===== src/rtl/ctrl_pkg.sv =====
`default_nettype none

package ctrl_pkg;

    // Operation class handed from decode to execute
    typedef enum logic [2:0] {
        ALU_REG,
        ALU_IMM,    // Also LUI and AUIPC
        LOAD,
        STORE,
        BRANCH,
        JAL,
        JALR,
        ILLEGAL     // Steps the PC and nothing else
    } op_class_e;

    // Next PC source
    typedef logic [1:0] pc_sel_t;

    localparam pc_sel_t PC_SEQ    = 2'd0;
    localparam pc_sel_t PC_BRANCH = 2'd1;
    localparam pc_sel_t PC_JAL    = 2'd2;
    localparam pc_sel_t PC_JALR   = 2'd3;

    // Register file write data source
    typedef logic [1:0] wb_sel_t;

    localparam wb_sel_t WB_ALU  = 2'd0;
    localparam wb_sel_t WB_MEM  = 2'd1;
    localparam wb_sel_t WB_LINK = 2'd2;    // PC + 4

    // Memory access width
    typedef enum logic [1:0] {
        SIZE_BYTE,
        SIZE_HALF,
        SIZE_WORD
    } mem_size_e;

endpackage

`default_nettype wire


===== src/rtl/rv_isa_pkg.sv =====
`default_nettype none

package rv_isa_pkg;

    // Field widths of the base encoding
    localparam int OPCODE_BITS = 7;
    localparam int FUNCT3_BITS = 3;

    typedef logic [OPCODE_BITS-1:0] opcode_t;
    typedef logic [FUNCT3_BITS-1:0] funct3_t;

    // Major opcodes the controller knows about
    localparam opcode_t OP_RTYPE  = 7'b0110011;
    localparam opcode_t OP_ITYPE  = 7'b0010011;
    localparam opcode_t OP_LOAD   = 7'b0000011;
    localparam opcode_t OP_STORE  = 7'b0100011;
    localparam opcode_t OP_BRANCH = 7'b1100011;
    localparam opcode_t OP_JAL    = 7'b1101111;
    localparam opcode_t OP_JALR   = 7'b1100111;
    localparam opcode_t OP_LUI    = 7'b0110111;
    localparam opcode_t OP_AUIPC  = 7'b0010111;

    // Access width codes of loads and stores
    localparam funct3_t F3_BYTE   = 3'b000;
    localparam funct3_t F3_HALF   = 3'b001;
    localparam funct3_t F3_WORD   = 3'b010;
    localparam funct3_t F3_BYTE_U = 3'b100;    // LBU
    localparam funct3_t F3_HALF_U = 3'b101;    // LHU

endpackage

`default_nettype wire


===== src/rtl/exec_if.sv =====
`timescale 1ns/100ps
`default_nettype none

// Start/done exchange between decode and execute
interface exec_if;

    logic                start;       // One cycle, only while execute is idle
    ctrl_pkg::op_class_e op_class;    // Valid with start
    ctrl_pkg::mem_size_e mem_size;    // Valid with start
    logic                done;        // One cycle, one per start

    modport issue (
        output start,
        output op_class,
        output mem_size,
        input  done
    );

    modport execute (
        input  start,
        input  op_class,
        input  mem_size,
        output done
    );

endinterface

`default_nettype wire


===== src/rtl/cpu_controller.sv =====
`timescale 1ns/100ps
`default_nettype none

// Multicycle RV32I control unit
module cpu_controller #(
    parameter int OPCODE_W = 7
) (
    input  wire                      clk,
    input  wire                      reset,
    input  wire                      go,
    input  wire [OPCODE_W-1:0]       opcode,
    input  wire rv_isa_pkg::funct3_t func3,
    input  wire                      comparator,
    output wire                      ir_en,
    output wire                      pc_en,
    output wire ctrl_pkg::pc_sel_t   pc_sel,
    output wire                      alu_src,
    output wire                      reg_write,
    output wire ctrl_pkg::wb_sel_t   wb_sel,
    output wire                      is_byte,
    output wire                      is_half,
    output wire                      is_word,
    output wire                      mem_read,
    output wire                      mem_write,
    output wire                      instr_done
);

    exec_if exec_bus ();

    instr_sequencer #(
        .OPCODE_W (OPCODE_W)
    ) instr_seq_i (
        .clk    (clk),
        .reset  (reset),
        .go     (go),
        .opcode (opcode),
        .func3  (func3),
        .ir_en  (ir_en),
        .bus    (exec_bus.issue)
    );

    exec_sequencer exec_seq_i (
        .clk        (clk),
        .reset      (reset),
        .comparator (comparator),
        .bus        (exec_bus.execute),
        .pc_en      (pc_en),
        .pc_sel     (pc_sel),
        .alu_src    (alu_src),
        .reg_write  (reg_write),
        .wb_sel     (wb_sel),
        .is_byte    (is_byte),
        .is_half    (is_half),
        .is_word    (is_word),
        .mem_read   (mem_read),
        .mem_write  (mem_write)
    );

    assign instr_done = exec_bus.done;    // Already a flop in exec_sequencer

endmodule

`default_nettype wire


===== src/rtl/exec_sequencer.sv =====
`timescale 1ns/100ps
`default_nettype none

module exec_sequencer (
    input  wire                clk,
    input  wire                reset,
    input  wire                comparator,
    exec_if.execute            bus,
    output logic               pc_en,
    output ctrl_pkg::pc_sel_t  pc_sel,
    output logic               alu_src,
    output logic               reg_write,
    output ctrl_pkg::wb_sel_t  wb_sel,
    output logic               is_byte,
    output logic               is_half,
    output logic               is_word,
    output logic               mem_read,
    output logic               mem_write
);

    typedef enum logic [2:0] {
        IDLE,
        PC_STEP,    // PC + 4, selects set up
        STEP1,
        STEP2,      // Load write-back only
        FINISH      // done, selects cleared
    } state_e;

    state_e              state;
    state_e              state_next;
    ctrl_pkg::op_class_e cls;    // Class of the running instruction

    // ALU operand B is the immediate
    function automatic logic alu_src_for(ctrl_pkg::op_class_e c);
        logic imm;
        case (c)
            ctrl_pkg::ALU_IMM,
            ctrl_pkg::LOAD,
            ctrl_pkg::STORE,
            ctrl_pkg::JALR:
                imm = 1'b1;
            default:
                imm = 1'b0;
        endcase
        return imm;
    endfunction

    function automatic ctrl_pkg::wb_sel_t wb_sel_for(ctrl_pkg::op_class_e c);
        ctrl_pkg::wb_sel_t src;
        case (c)
            ctrl_pkg::LOAD:
                src = ctrl_pkg::WB_MEM;
            ctrl_pkg::JAL,
            ctrl_pkg::JALR:
                src = ctrl_pkg::WB_LINK;
            default:
                src = ctrl_pkg::WB_ALU;
        endcase
        return src;
    endfunction

    // One-hot {byte, half, word}, zero for non-memory classes
    function automatic logic [2:0] size_for(ctrl_pkg::op_class_e c, ctrl_pkg::mem_size_e s);
        logic [2:0] lines;
        lines = 3'b000;
        if (c == ctrl_pkg::LOAD || c == ctrl_pkg::STORE)
        begin
            case (s)
                ctrl_pkg::SIZE_BYTE: lines = 3'b100;
                ctrl_pkg::SIZE_HALF: lines = 3'b010;
                ctrl_pkg::SIZE_WORD: lines = 3'b001;
                default:             lines = 3'b000;
            endcase
        end
        return lines;
    endfunction

    ////////////////////////////////////////////////////////////////////////////
    // Step sequence
    ////////////////////////////////////////////////////////////////////////////

    always_comb
    begin
        case (state)
            IDLE:    state_next = bus.start ? PC_STEP : IDLE;
            PC_STEP: state_next = (cls == ctrl_pkg::ILLEGAL) ? FINISH : STEP1;
            STEP1:   state_next = (cls == ctrl_pkg::LOAD) ? STEP2 : FINISH;
            STEP2:   state_next = FINISH;
            default: state_next = IDLE;    // FINISH included
        endcase
    end

    // Class is captured once per instruction
    always_ff @(posedge clk)
    begin
        if (state == IDLE && bus.start)
            cls <= bus.op_class;
    end

    ////////////////////////////////////////////////////////////////////////////
    // Registered strobes, decoded from the state being entered
    ////////////////////////////////////////////////////////////////////////////

    always_ff @(posedge clk or posedge reset)
    begin
        if (reset)
        begin
            state     <= IDLE;
            pc_en     <= 1'b0;
            pc_sel    <= ctrl_pkg::PC_SEQ;
            alu_src   <= 1'b0;
            reg_write <= 1'b0;
            wb_sel    <= ctrl_pkg::WB_ALU;
            is_byte   <= 1'b0;
            is_half   <= 1'b0;
            is_word   <= 1'b0;
            mem_read  <= 1'b0;
            mem_write <= 1'b0;
            bus.done  <= 1'b0;
        end
        else
        begin
            state <= state_next;

            // Strobes last one cycle; pc_sel only leaves PC_SEQ with pc_en
            pc_en     <= 1'b0;
            pc_sel    <= ctrl_pkg::PC_SEQ;
            reg_write <= 1'b0;
            mem_read  <= 1'b0;
            mem_write <= 1'b0;
            bus.done  <= 1'b0;

            case (state_next)
                PC_STEP:
                begin
                    pc_en   <= 1'b1;
                    alu_src <= alu_src_for(bus.op_class);
                    wb_sel  <= wb_sel_for(bus.op_class);
                    {is_byte, is_half, is_word} <= size_for(bus.op_class, bus.mem_size);
                end
                STEP1:
                begin
                    case (cls)
                        ctrl_pkg::ALU_REG,
                        ctrl_pkg::ALU_IMM:
                            reg_write <= 1'b1;
                        ctrl_pkg::LOAD:
                            mem_read  <= 1'b1;
                        ctrl_pkg::STORE:
                            mem_write <= 1'b1;
                        ctrl_pkg::BRANCH:
                        begin
                            // comparator taken at the edge that enters step 1
                            if (comparator)
                            begin
                                pc_en  <= 1'b1;
                                pc_sel <= ctrl_pkg::PC_BRANCH;
                            end
                        end
                        ctrl_pkg::JAL:
                        begin
                            reg_write <= 1'b1;
                            pc_en     <= 1'b1;
                            pc_sel    <= ctrl_pkg::PC_JAL;
                        end
                        ctrl_pkg::JALR:
                        begin
                            reg_write <= 1'b1;
                            pc_en     <= 1'b1;
                            pc_sel    <= ctrl_pkg::PC_JALR;
                        end
                        default:
                        begin
                        end
                    endcase
                end
                STEP2:
                    reg_write <= 1'b1;    // Load data to rd
                FINISH:
                begin
                    bus.done <= 1'b1;
                    alu_src  <= 1'b0;
                    wb_sel   <= ctrl_pkg::WB_ALU;
                    {is_byte, is_half, is_word} <= 3'b000;
                end
                default:
                begin
                end
            endcase
        end
    end

endmodule

`default_nettype wire


===== src/rtl/instr_sequencer.sv =====
`timescale 1ns/100ps
`default_nettype none

module instr_sequencer #(
    parameter int OPCODE_W = 7
) (
    input  wire                      clk,
    input  wire                      reset,
    input  wire                      go,
    input  wire [OPCODE_W-1:0]       opcode,
    input  wire rv_isa_pkg::funct3_t func3,
    output logic                     ir_en,
    exec_if.issue                    bus
);

    // Opcode and constants are widened to a common compare width
    localparam int CMP_W = (OPCODE_W > rv_isa_pkg::OPCODE_BITS) ?
                           OPCODE_W : rv_isa_pkg::OPCODE_BITS;

    typedef enum logic [1:0] {
        IDLE,
        FETCH,        // Checks go, launches ir_en
        DECODE,       // IR loads this cycle, start goes out next
        WAIT_EXEC
    } state_e;

    state_e              state;
    logic [CMP_W-1:0]    op_ext;
    logic                size_ok;     // func3 names a load width
    logic                store_ok;    // Stores take only the signed codes
    ctrl_pkg::op_class_e cls_dec;
    ctrl_pkg::mem_size_e size_dec;

    ////////////////////////////////////////////////////////////////////////////
    // Fetch / issue FSM
    ////////////////////////////////////////////////////////////////////////////

    always_ff @(posedge clk or posedge reset)
    begin
        if (reset)
        begin
            state     <= IDLE;
            ir_en     <= 1'b0;
            bus.start <= 1'b0;
        end
        else
        begin
            ir_en     <= 1'b0;
            bus.start <= 1'b0;
            case (state)
                IDLE:
                    if (go)
                        state <= FETCH;
                FETCH:
                begin
                    // Go low between instructions parks the sequencer
                    if (go)
                    begin
                        ir_en <= 1'b1;
                        state <= DECODE;
                    end
                    else
                        state <= IDLE;
                end
                DECODE:
                begin
                    bus.start <= 1'b1;    // Execute samples the decode with this pulse
                    state     <= WAIT_EXEC;
                end
                WAIT_EXEC:
                    if (bus.done)
                        state <= FETCH;
                default:
                    state <= IDLE;
            endcase
        end
    end

    ////////////////////////////////////////////////////////////////////////////
    // Decode of the IR fields
    ////////////////////////////////////////////////////////////////////////////

    assign op_ext = CMP_W'(opcode);

    always_comb
    begin
        size_dec = ctrl_pkg::SIZE_WORD;
        size_ok  = 1'b1;
        case (func3)
            rv_isa_pkg::F3_BYTE,
            rv_isa_pkg::F3_BYTE_U:
                size_dec = ctrl_pkg::SIZE_BYTE;
            rv_isa_pkg::F3_HALF,
            rv_isa_pkg::F3_HALF_U:
                size_dec = ctrl_pkg::SIZE_HALF;
            rv_isa_pkg::F3_WORD:
                size_dec = ctrl_pkg::SIZE_WORD;
            default:
                size_ok = 1'b0;
        endcase
    end

    assign store_ok = (func3 == rv_isa_pkg::F3_BYTE) ||
                      (func3 == rv_isa_pkg::F3_HALF) ||
                      (func3 == rv_isa_pkg::F3_WORD);

    // Unknown opcodes fall through to ILLEGAL
    always_comb
    begin
        cls_dec = ctrl_pkg::ILLEGAL;
        case (op_ext)
            CMP_W'(rv_isa_pkg::OP_RTYPE):
                cls_dec = ctrl_pkg::ALU_REG;
            CMP_W'(rv_isa_pkg::OP_ITYPE),
            CMP_W'(rv_isa_pkg::OP_LUI),
            CMP_W'(rv_isa_pkg::OP_AUIPC):
                cls_dec = ctrl_pkg::ALU_IMM;
            CMP_W'(rv_isa_pkg::OP_LOAD):
                if (size_ok)
                    cls_dec = ctrl_pkg::LOAD;
            CMP_W'(rv_isa_pkg::OP_STORE):
                if (store_ok)
                    cls_dec = ctrl_pkg::STORE;
            CMP_W'(rv_isa_pkg::OP_BRANCH):
                cls_dec = ctrl_pkg::BRANCH;
            CMP_W'(rv_isa_pkg::OP_JAL):
                cls_dec = ctrl_pkg::JAL;
            CMP_W'(rv_isa_pkg::OP_JALR):
                cls_dec = ctrl_pkg::JALR;
            default:
                cls_dec = ctrl_pkg::ILLEGAL;
        endcase
    end

    assign bus.op_class = cls_dec;
    assign bus.mem_size = size_dec;

endmodule

`default_nettype wire


===== config.mk =====
export PLATFORM = sky130hd
export DESIGN_NAME = cpu_controller
export DESIGN_NICKNAME = d
export VERILOG_FILES = /design/src/rtl/ctrl_pkg.sv /design/src/rtl/rv_isa_pkg.sv /design/src/rtl/exec_if.sv /design/src/rtl/cpu_controller.sv /design/src/rtl/exec_sequencer.sv /design/src/rtl/instr_sequencer.sv
export SDC_FILE = /design/constraint.sdc
export NUM_CORES = 1
export LEC_CHECK = 0
export BUFFER_PORTS_ARGS = -buffer_cell sky130_fd_sc_hd__buf_2
export CAP_MARGIN = 20
export CORE_UTILIZATION = 50
export DETAILED_ROUTE_END_ITERATION = 8
export MAX_ROUTING_LAYER = met4
export PLACE_DENSITY = 0.75
export SYNTH_ARGS = -nofsm -noshare
export SYNTH_HDL_FRONTEND = slang
export SYNTH_SLANG_ARGS = --single-unit

===== constraint.sdc =====
create_clock -name clk -period 2 [get_ports clk]
set_input_delay 0.2 -clock clk [delete_from_list [all_inputs] [get_ports clk]]
set_output_delay 0.2 -clock clk [all_outputs]
set_load 0.01 [all_outputs]

======== After elaboration in Yosys (flattened, before gate mapping) ========
Cells that the tools add are included.
W data, S select, Z words.
operators by class
  $add $sub $neg .......................... 0
  $mul .................................... 0
  divide/modulo/power cells ............... 0
  order comparisons ....................... 0
  equal/unequal tests ..................... 39
  shifts and indexed selects .............. 0
  mux-type cells .......................... 38
  bitwise gates (word level) .............. 0
  reduce and logical (&&, ||, !) cells .... 19
operators by type and width
  kind                  number
  $eq A3 B2 Y1 const B  9
  $eq A3 B3 Y1 const B  9
  $eq A7 B6 Y1 const B  3
  $eq A7 B7 Y1 const B  3
  $pmux W3 S7           1
  $eq A3 B1 Y1 const B  5
  $mux W3               5
  $eq A7 B5 Y1 const B  2
  $mux W1               14
  $pmux W1 S2           7
  $pmux W2 S2           3
  $pmux W3 S4           1
  $logic_not A3 Y1      3
  $pmux W3 S3           1
  $mux W2               4
  $pmux W2 S4           1
  $reduce_or A2 Y1      4
  $reduce_or A4 Y1      2
  $eq A7 B2 Y1 const B  1
  $eq A2 B2 Y1 const B  3
  $pmux W2 S3           1
  $reduce_or A5 Y1      1
  $eq A2 B1 Y1 const B  2
  $logic_not A2 Y1      2
  7 further kinds       9
storage, ports and cells
  register bits ........................... 23
  latch bits .............................. 0
  memory bits (writable) .................. 0
  memory bits (read-only) ................. 0
  output and inout port bits .............. 14
  word-level logic and storage cells ...... 112
  memories kept ........................... 0

======== Longest topological paths before layout ========
Gate-level depths: netlist of run 1.
  depth after elaboration ................. 9
  gate-level depth with buffers ........... 6
  gate-level depth less buffers ........... 6

======== Modules after synthesis ========
Synthesis of run 1 repeated with hierarchy kept, for this count alone.
second synthesis, totals
  cell total of the unflattened synthesis .. 126
  area, all modules ....................... 1256.2 um^2
modules (own cells, without submodules)
  module           times used  cells each  area an instance (um^2)  seq. area each (um^2)
  exec_sequencer   1           80          882.1                    490.5
  instr_sequencer  1           46          374.1                    100.1

======== Worst setup path after synthesis of run 1 ========
No wires, ideal clock.
  path type ............................... flip-flop to flip-flop
  start ................................... register exec_seq_i.state[1]
  end ..................................... register exec_seq_i.alu_src
  setup time .............................. 0.127 ns
  data arrival time ....................... 1.487 ns
  required time ........................... 1.873 ns
  slack ................................... 0.386 ns
  cell stages (with the launch flop) ...... 7
  period minus slack after synthesis ...... 1.614 ns
  cell sequence ........................... dfrtp_1 > or4b_1 > buf_2 > clkinv_1 > nor2_1 > a22oi_1 > o21ai_1
on the way
  cells in the longest elaborated chain, start to end .. 4
  elaborated cells on any way between the ends .. 9
  those cells by class .................... eq/ne: 5; mux: 2; reduce/logical: 2
ends and longest elaborated chain
  what                                               line                   text
  from (decl)                                        exec_sequencer.sv:29   state_e state;
  from (signal assigned)                             exec_sequencer.sv:123  state <= state_next;
  $eq A3 B2 Y1 (tied with other cells)               exec_sequencer.sv:84   case (state)
  $pmux W3 S4 (*)                                    exec_sequencer.sv:84
  $eq A3 B3 Y1 or $eq A3 B1 Y1 (tied branches)       exec_sequencer.sv:133  case (state_next)
  $pmux W1 S2 or $reduce_bool A2 Y1 (tied branches)  n/a
  to (signal assigned)                               exec_sequencer.sv:137  alu_src <= alu_src_for(bus.op_class);
  to (decl)                                          exec_sequencer.sv:11   output logic alu_src,
Mark *: on every way between the ends. The rest lies on a longest branch, timed or not.
A chain may end at the register's enable or synchronous reset.

======== Worst setup path in the final report of run 1 ========
  start ................................... register exec_seq_i.cls[1]
  end ..................................... register exec_seq_i.alu_src
on the way
  cells in the longest elaborated chain, start to end .. 5
  elaborated cells on any way between the ends .. 9
  those cells by class .................... eq/ne: 4; mux: 4; reduce/logical: 1
ends and longest elaborated chain
  what                                               line                                        text
  from (decl)                                        exec_sequencer.sv:31                        ctrl_pkg::op_class_e cls;
  from (signal assigned)                             exec_sequencer.sv:97                        cls <= bus.op_class;
  $eq A3 B2 Y1 or $eq A3 B3 Y1 (tied branches)       exec_sequencer.sv:87, exec_sequencer.sv:86
  $mux W3, on equally long branches                  exec_sequencer.sv:87, exec_sequencer.sv:86
  $pmux W3 S4 (*)                                    exec_sequencer.sv:84
  via exec_seq_i.state_next[2]                       exec_sequencer.sv:30                        state_e state_next;
  $eq A3 B3 Y1 or $eq A3 B1 Y1 (tied branches)       exec_sequencer.sv:133
  $pmux W1 S2 or $reduce_bool A2 Y1 (tied branches)  n/a
Mark *: on every way through the listed nets, which the timed path passes. The rest lies on a longest branch.

==> summary.md, run 1 <==
| Metric | Value |
|---|---|
| Status | finished with violations |
| Failing checks | hold timing |
| RSZ-0062 raised after global routing | false |
| # Max-Cap Violations | 0 |
| CP delay by family, top | compound AO/OA/AOI/OAI gates |
| Unique masters post-synth | 41 |
| Die area | 2700 sq um |
| Startpoint Class | register |
| Cell count after synthesis | 126 |
| Root buf cell | clkbuf_4 |
| Arr. time, crit path | 1.95 ns |
| Netlist Area Pre-Place | 1250 sq um |
| Routed WL | 2490 microns |
| Number of antenna diodes | 0 |
| PwrDens | 836 nW/um^2 |
| Setup TNS | 0 ns |
| Worst setup EP type | register |
| Main synth FF type | dfrtp_1 |
| Required @ worst endpoint | 2.20 ns |
| Min setup slack post-route | 0.255 ns |
| DR iter-0 viols | 30 |
| Largest net degree at the start of global routing | 21 |
| Postcts setup bufs | 0 |
| #FFs+latches synth | 23 |
| Final critical-path share of the clock period | 87.3% |
| Post-synth ARST share | 87.0% |
| Fmax achieved | 573 MHz |
| Pre-antenna DRT Iters | 4 |
| Port buffer count | 27 |
| Placed Cells | 177 |
| Hold Buf Count CTS | 0 |
| IR drop worst, VDD | 0.000626 V |
| Global route overflow | 0 |
| Setup CP Type | reg -> reg |
| WL/cell | 13.8 microns |
| CORE AREA | 2280 sq um |
| Area Growth Syn to Fin | 14.8% |
| Synth warnings | 0 |
| CTS resizes | 0 |
| CP cell instances | nor2b_1 -> a2111oi_4 -> nor2_1 -> a22oi_1 -> o21ai_1 |
| Initial antenna violation count | 0 |
| Cell accounting for the most synthesized area | dfrtp_1 |
| Worst Path Max Fanout | 8 |
| Seq/Total Area, Yosys | 47.3% |
| Post-synth EDFFs | 3 |
| Pins over their slew limit | 0 |
| Switching part of the total | 35.7% |
| NetSw | 427 uW |
| I/O Pins | 28 |
| Fillers | 192 |
| Die X | 52.0 microns |
| Final hold violations | 20 |
| First-pass GRT wire length | 4380 microns |
| Worst-Margin Slew | 0.728 ns |
| Avg Vias per Cell | 5.77 |
| CTS buffer count | 3 |
| Share of layout cells above drive strength 1 | 24.2% |
| Top cells by area, synth | dfrtp_1 40%, edfxtp_1 7.2%, a2111oi_4 4.4%, ha_1 4.0%, nand2_1 3.9% |
| Nets | 172 |
| Sequential group share of total power | 51.2% |
| Chip Height | 52.0 microns |
| Starting density of the core | 54.9% |
| Placer Congestion | 0.844 |
| TritonCTS clock tree | built |
| Pint | 771 uW |
| Pleak | 0.681 nW |
| Clock Skew | 0.00438 ns |
| Vias in the first global route | 1006 |
| Logic pwr share | 30.3% |
| Min-delay worst type | in -> async |
| Share of the synthesized area in the top cell type | 40.1% |
| Later-pin clock latency in the skew report | 0.31 ns |
| Clk buf depth | 2 |
| Clock power share | 18.5% |
| Detail Route Antenna Nets | 0 |
| WP buf/inv | 0 |
| Dpl ws | 0.166 ns |
| Crit-path slowest cell | edfxtp_1 |
| DP HPWL | 1910 microns |
| Slowest cell delay on critical path | 0.53 ns |
| TritonCTS Sinks | 23 |
| H-tree depth | 1 |
| Mean Syn Cell Area | 9.91 sq um |
| Post-layout instance count excluding filler cells | 181 |
| Crit path time final | 1.75 ns |
| Slew headroom | 51.4% |
| Reg clk slew, reported paths | 0.13 ns |
| GRT Overall Usage | 22.3% |
| Synthesized net count | 144 |
| Setup violations, final | 0 |
| Rows | 17 |
| # DRC | 0 |
| Hold slack | -0.0178 ns |
| Via count | 1045 |
## cells by family after synthesis
logic type	after synthesis	synth area share, %
buf+inv	14	4.71
fa+ha+maj	4	4.01
flops	23	47.3
xor+xnor	2	1.40
compound gates	33	20.2
mux	1	0.802
simple gates	49	21.5
## power by group through the flow
stage	logic, mW	clock network [mW]	registers (mW)
finish	0.363	0.222	0.614
detailed placement	0.355	0	0.621
global placement	0.335	0	0.616
CTS	0.360	0.229	0.613
floorplan	0.231	0	0.626
global route	0.413	0.254	0.625
## synth_stat cells, types with 2 or more instances
cell type and n:
a2111oi_4 2, a21oi_1 7, a22o_1 2, a22oi_1 3
a31oi_1 2, and3_1 2, buf_2 5, dfrtp_1 20
edfxtp_1 3, ha_1 4, inv_1 8, nand2_1 13
nand3_1 3, nand4_1 2, nor2_1 13, nor2b_1 2
nor3_1 3, o21ai_0 6, o21ai_1 2, or3_1 2
xnor2_1 2
## flip-flops by register name (all words and copies together), names as in the netlist, 2 cells and up
register,cells
exec_seq_i.cls,3
exec_seq_i.state,3
exec_seq_i.wb_sel,2
instr_seq_i.state,2
exec_seq_i.pc_sel,2
## layer usage
layer	share of wire (%)	vias up	global-route usage (%)
met5	0	-	-
met4	1.7	0	7.66
met2	50	26	37.4
li1	-	512	-
met1	44	501	26.9
met3	4.0	6	3.80
## cells in the final DEF, fill, tap and decap left out, drive strengths merged, types with 2 or more instances in the layout
master	count
nor2b	2
nand4	2
a22oi	3
nor2	13
ha	4
nor3	3
and3	2
a21oi	7
nand3	3
nand2	13
a31oi	2
dfrtp	20
xnor2	2
o21ai	8
or3	2
a22o	2
buf	28
nor4b	2
clkbuf	3
edfxtp	3
a2111oi	3
inv	9
## path summary, 6_finish.rpt
kind / cells past startpoint / start / to / slack [ns]
max reg2reg: 5 / exec_seq_i.cls[1]$_DFFE_PP_ / exec_seq_i.alu_src$_DFFE_PP0P_ / 0.25
min reg2reg: 1 / exec_seq_i.is_byte$_DFFE_PP0P_ / exec_seq_i.is_byte$_DFFE_PP0P_ / 0.53
min in group clk: 2 / go / instr_seq_i.ir_en$_DFF_PP0_ / 0.14
max in group asynchronous: 2 / reset / exec_seq_i.wb_sel[1]$_DFFE_PP0P_ / 1.56
max: 5 / exec_seq_i.cls[1]$_DFFE_PP_ / exec_seq_i.alu_src$_DFFE_PP0P_ / 0.25
min: 2 / reset / exec_seq_i.bus.done$_DFF_PP0_ / -0.02
## final cells by class
type                    instances  area (sq um)  area share [%]
inverters                       9          33.8            2.36
clock buffers                   3          22.5            1.57
clock inverters                 1          6.26           0.436
well taps                      28          35.0            2.44
multi-input cells              89           603            42.1
flip-flops and latches         23           591            41.2
repair buffers                 28           143            9.95
## stage by stage
step	utilization, %	total power, mW	cell area (sq um)
6_report	63.0	1.20	1430
5_1_grt	63.0	1.29	1430
4_1_cts	62.8	1.20	1430
3_5_place_dp	61.6	0.975	1400
3_3_place_gp	61.6	0.951	1400
2_1_floorplan	-	0.857	1250
Power figures use the tool's default switching activity.
==> run 2, diff against run 1 <==
- CORE_UTILIZATION: 50 -> 47
- PLACE_DENSITY: 0.75 -> 0.74
- clock period: 2 -> 1.6 ns (I/O delays scaled with it)
==> run 2 against run 1 <==
Against the previous run: the flow now finishes without violations; setup slack got worse by 0.24 ns; utilization decreased by 0.94 points; total power is 29% higher; sequential power rose by 22%; global-route usage down 1.9 points; fmax up 10%; design area rose by 8.2%; first-iteration DRC count fell by 43%; flip-flop and latch count did not move; non-clock buffer count increased by 15; final cell count up 9.4%; clock skew is essentially flat; critical path type unchanged; highest routed layer is now met3.
==> summary.md, run 2 (same netlist as run 1, synthesis figures left out) <==
| Metric | Value |
|---|---|
| Dpl ws | -0.0816 ns |
| Largest net degree at the start of global routing | 21 |
| Startpoint Class | register |
| Slew headroom | 69.8% |
| Fillers | 205 |
| Share of layout cells above drive strength 1 | 31.0% |
| DP HPWL | 1950 microns |
| R2R depth | 4 |
| Die X | 53.5 microns |
| Pleak | 0.760 nW |
| Fmax achieved | 632 MHz |
| Global route overflow | 0 |
| Setup TNS | 0 ns |
| WL/cell | 12.3 microns |
| IR drop worst, VDD | 0.000745 V |
| TritonCTS clock tree | built |
| Nets | 187 |
| Setup CP Type | reg -> reg |
| Worst Path Max Fanout | 4 |
| I/O Pins | 28 |
| Setup violations, final | 0 |
| Layout Utilization | 62.1% |
| Hold slack | 0.103 ns |
| Reg clk slew, reported paths | 0.12 ns |
| Starting density of the core | 49.9% |
| Register Area | 591 sq um |
| Later-pin clock latency in the skew report | 0.30 ns |
| Port buffer count | 27 |
| First-pass GRT wire length | 4080 microns |
| Worst-Margin Slew | 0.450 ns |
| Avg Vias per Cell | 5.30 |
| Required @ worst endpoint | 1.85 ns |
| Biggest regs | exec_seq_i.cls x3, exec_seq_i.state x3 |
| Pre-antenna DRT Iters | 4 |
| Most frequent cells in the layout | 27 x buf_2, 20 x dfrtp_1, 15 x buf_4 |
| Area Growth Syn to Fin | 24.2% |
| RSZ-0062 raised after global routing | true |
| Status | completed |
| Hold Crit Depth | 2 |
| PwrDens | 1000 nW/um^2 |
| CTS buffer count | 3 |
| Arr. time, crit path | 1.83 ns |
| # DRC | 0 |
| H-tree depth | 1 |
| DR iter-0 viols | 17 |
| # Max-Cap Violations | 0 |
| Via count | 1049 |
| Chip Height | 53.5 microns |
| Rows | 18 |
| Min-delay worst type | in -> reg |
| Initial antenna violation count | 0 |
| Die area | 2870 sq um |
| Clock Skew | 0.00395 ns |
| Commonest non-fill, non-tap cell in the layout | buf_2 |
| Multi-input logic area | 603 sq um |
| Root buf cell | clkbuf_4 |
| Placer Congestion | 0.829 |
| GRT Overall Usage | 20.3% |
| TritonCTS Sinks | 23 |
| Clk buf depth | 2 |
| Vias in the first global route | 997 |
| Crit path time final | 1.58 ns |
| Pins over their slew limit | 0 |
| CORE AREA | 2500 sq um |
| Worst setup EP type | register |
| Number of antenna diodes | 0 |
| Final critical-path share of the clock period | 98.9% |
| Routed WL | 2430 microns |
| Min setup slack post-route | 0.0170 ns |
| Final hold violations | 0 |
| Detail Route Antenna Nets | 0 |
-- run 2: layer usage --
| layer | vias to the layer above | track usage, % | part of all wire, % |
|---|---|---|---|
| met3 | 0 | 3.39 | 2.9 |
| met1 | 483 | 23.4 | 44 |
| met2 | 25 | 37.1 | 53 |
| met5 | - | - | 0 |
| met4 | 0 | 3.95 | 0 |
| li1 | 541 | - | - |
-- run 2: repair_timing --
| action | CTS | global route |
|---|---|---|
| gates resized for setup | 1 | 1 |
| setup endpoints to repair | 5 | 4 |
| buffers inserted | 0 | 2 |
| endpoints found under the hold margin | 20 | 0 |
| hold buffers | 1 | 0 |
| gates cloned | 0 | 0 |
-- run 2: critical path, stage by stage, from the launching register on --
cell	delay, ns
dfrtp_1	0.40
or4b_4	0.59
a2111oi_4	0.25
buf_4	0.18
a22o_1	0.11
-- run 2: final cells by class --
class	instances	area share, %
flip-flops and latches	23	38.1
repair buffers	43	16.6
well taps	30	2.42
clock buffers	3	1.45
multi-input cells	89	38.9
clock inverters	1	0.323
inverters	9	2.26
-- run 2: through the flow --
stage / cell area, sq um / std cells / power [mW]
after floorplan: 1250 / 126 / 1.07
after global placement: 1500 / 191 / 1.27
after detailed placement: 1500 / 191 / 1.29
after CTS: 1540 / 196 / 1.57
after global routing: 1550 / 198 / 1.68
final: 1550 / 198 / 1.55
-- run 2: path summary, 6_finish.rpt --
kind / start / end / slack (ns)
setup / recovery: exec_seq_i.state[1]$_DFF_PP0_ / exec_seq_i.wb_sel[0]$_DFFE_PP0P_ / 0.02
hold / removal: go / instr_seq_i.ir_en$_DFF_PP0_ / 0.10
setup reg to reg: exec_seq_i.state[1]$_DFF_PP0_ / exec_seq_i.wb_sel[0]$_DFFE_PP0P_ / 0.02
hold reg to reg: exec_seq_i.is_byte$_DFFE_PP0P_ / exec_seq_i.is_byte$_DFFE_PP0P_ / 0.53
max in group asynchronous: reset / exec_seq_i.reg_write$_DFF_PP0_ / 0.99
min in group asynchronous: reset / exec_seq_i.is_half$_DFFE_PP0P_ / 0.40
-- run 2: report_power, final --
part           switching [mW]  internal [mW]
registers              0.0545          0.692
logic                   0.300          0.245
clock network           0.166         0.0932
total                   0.521           1.03
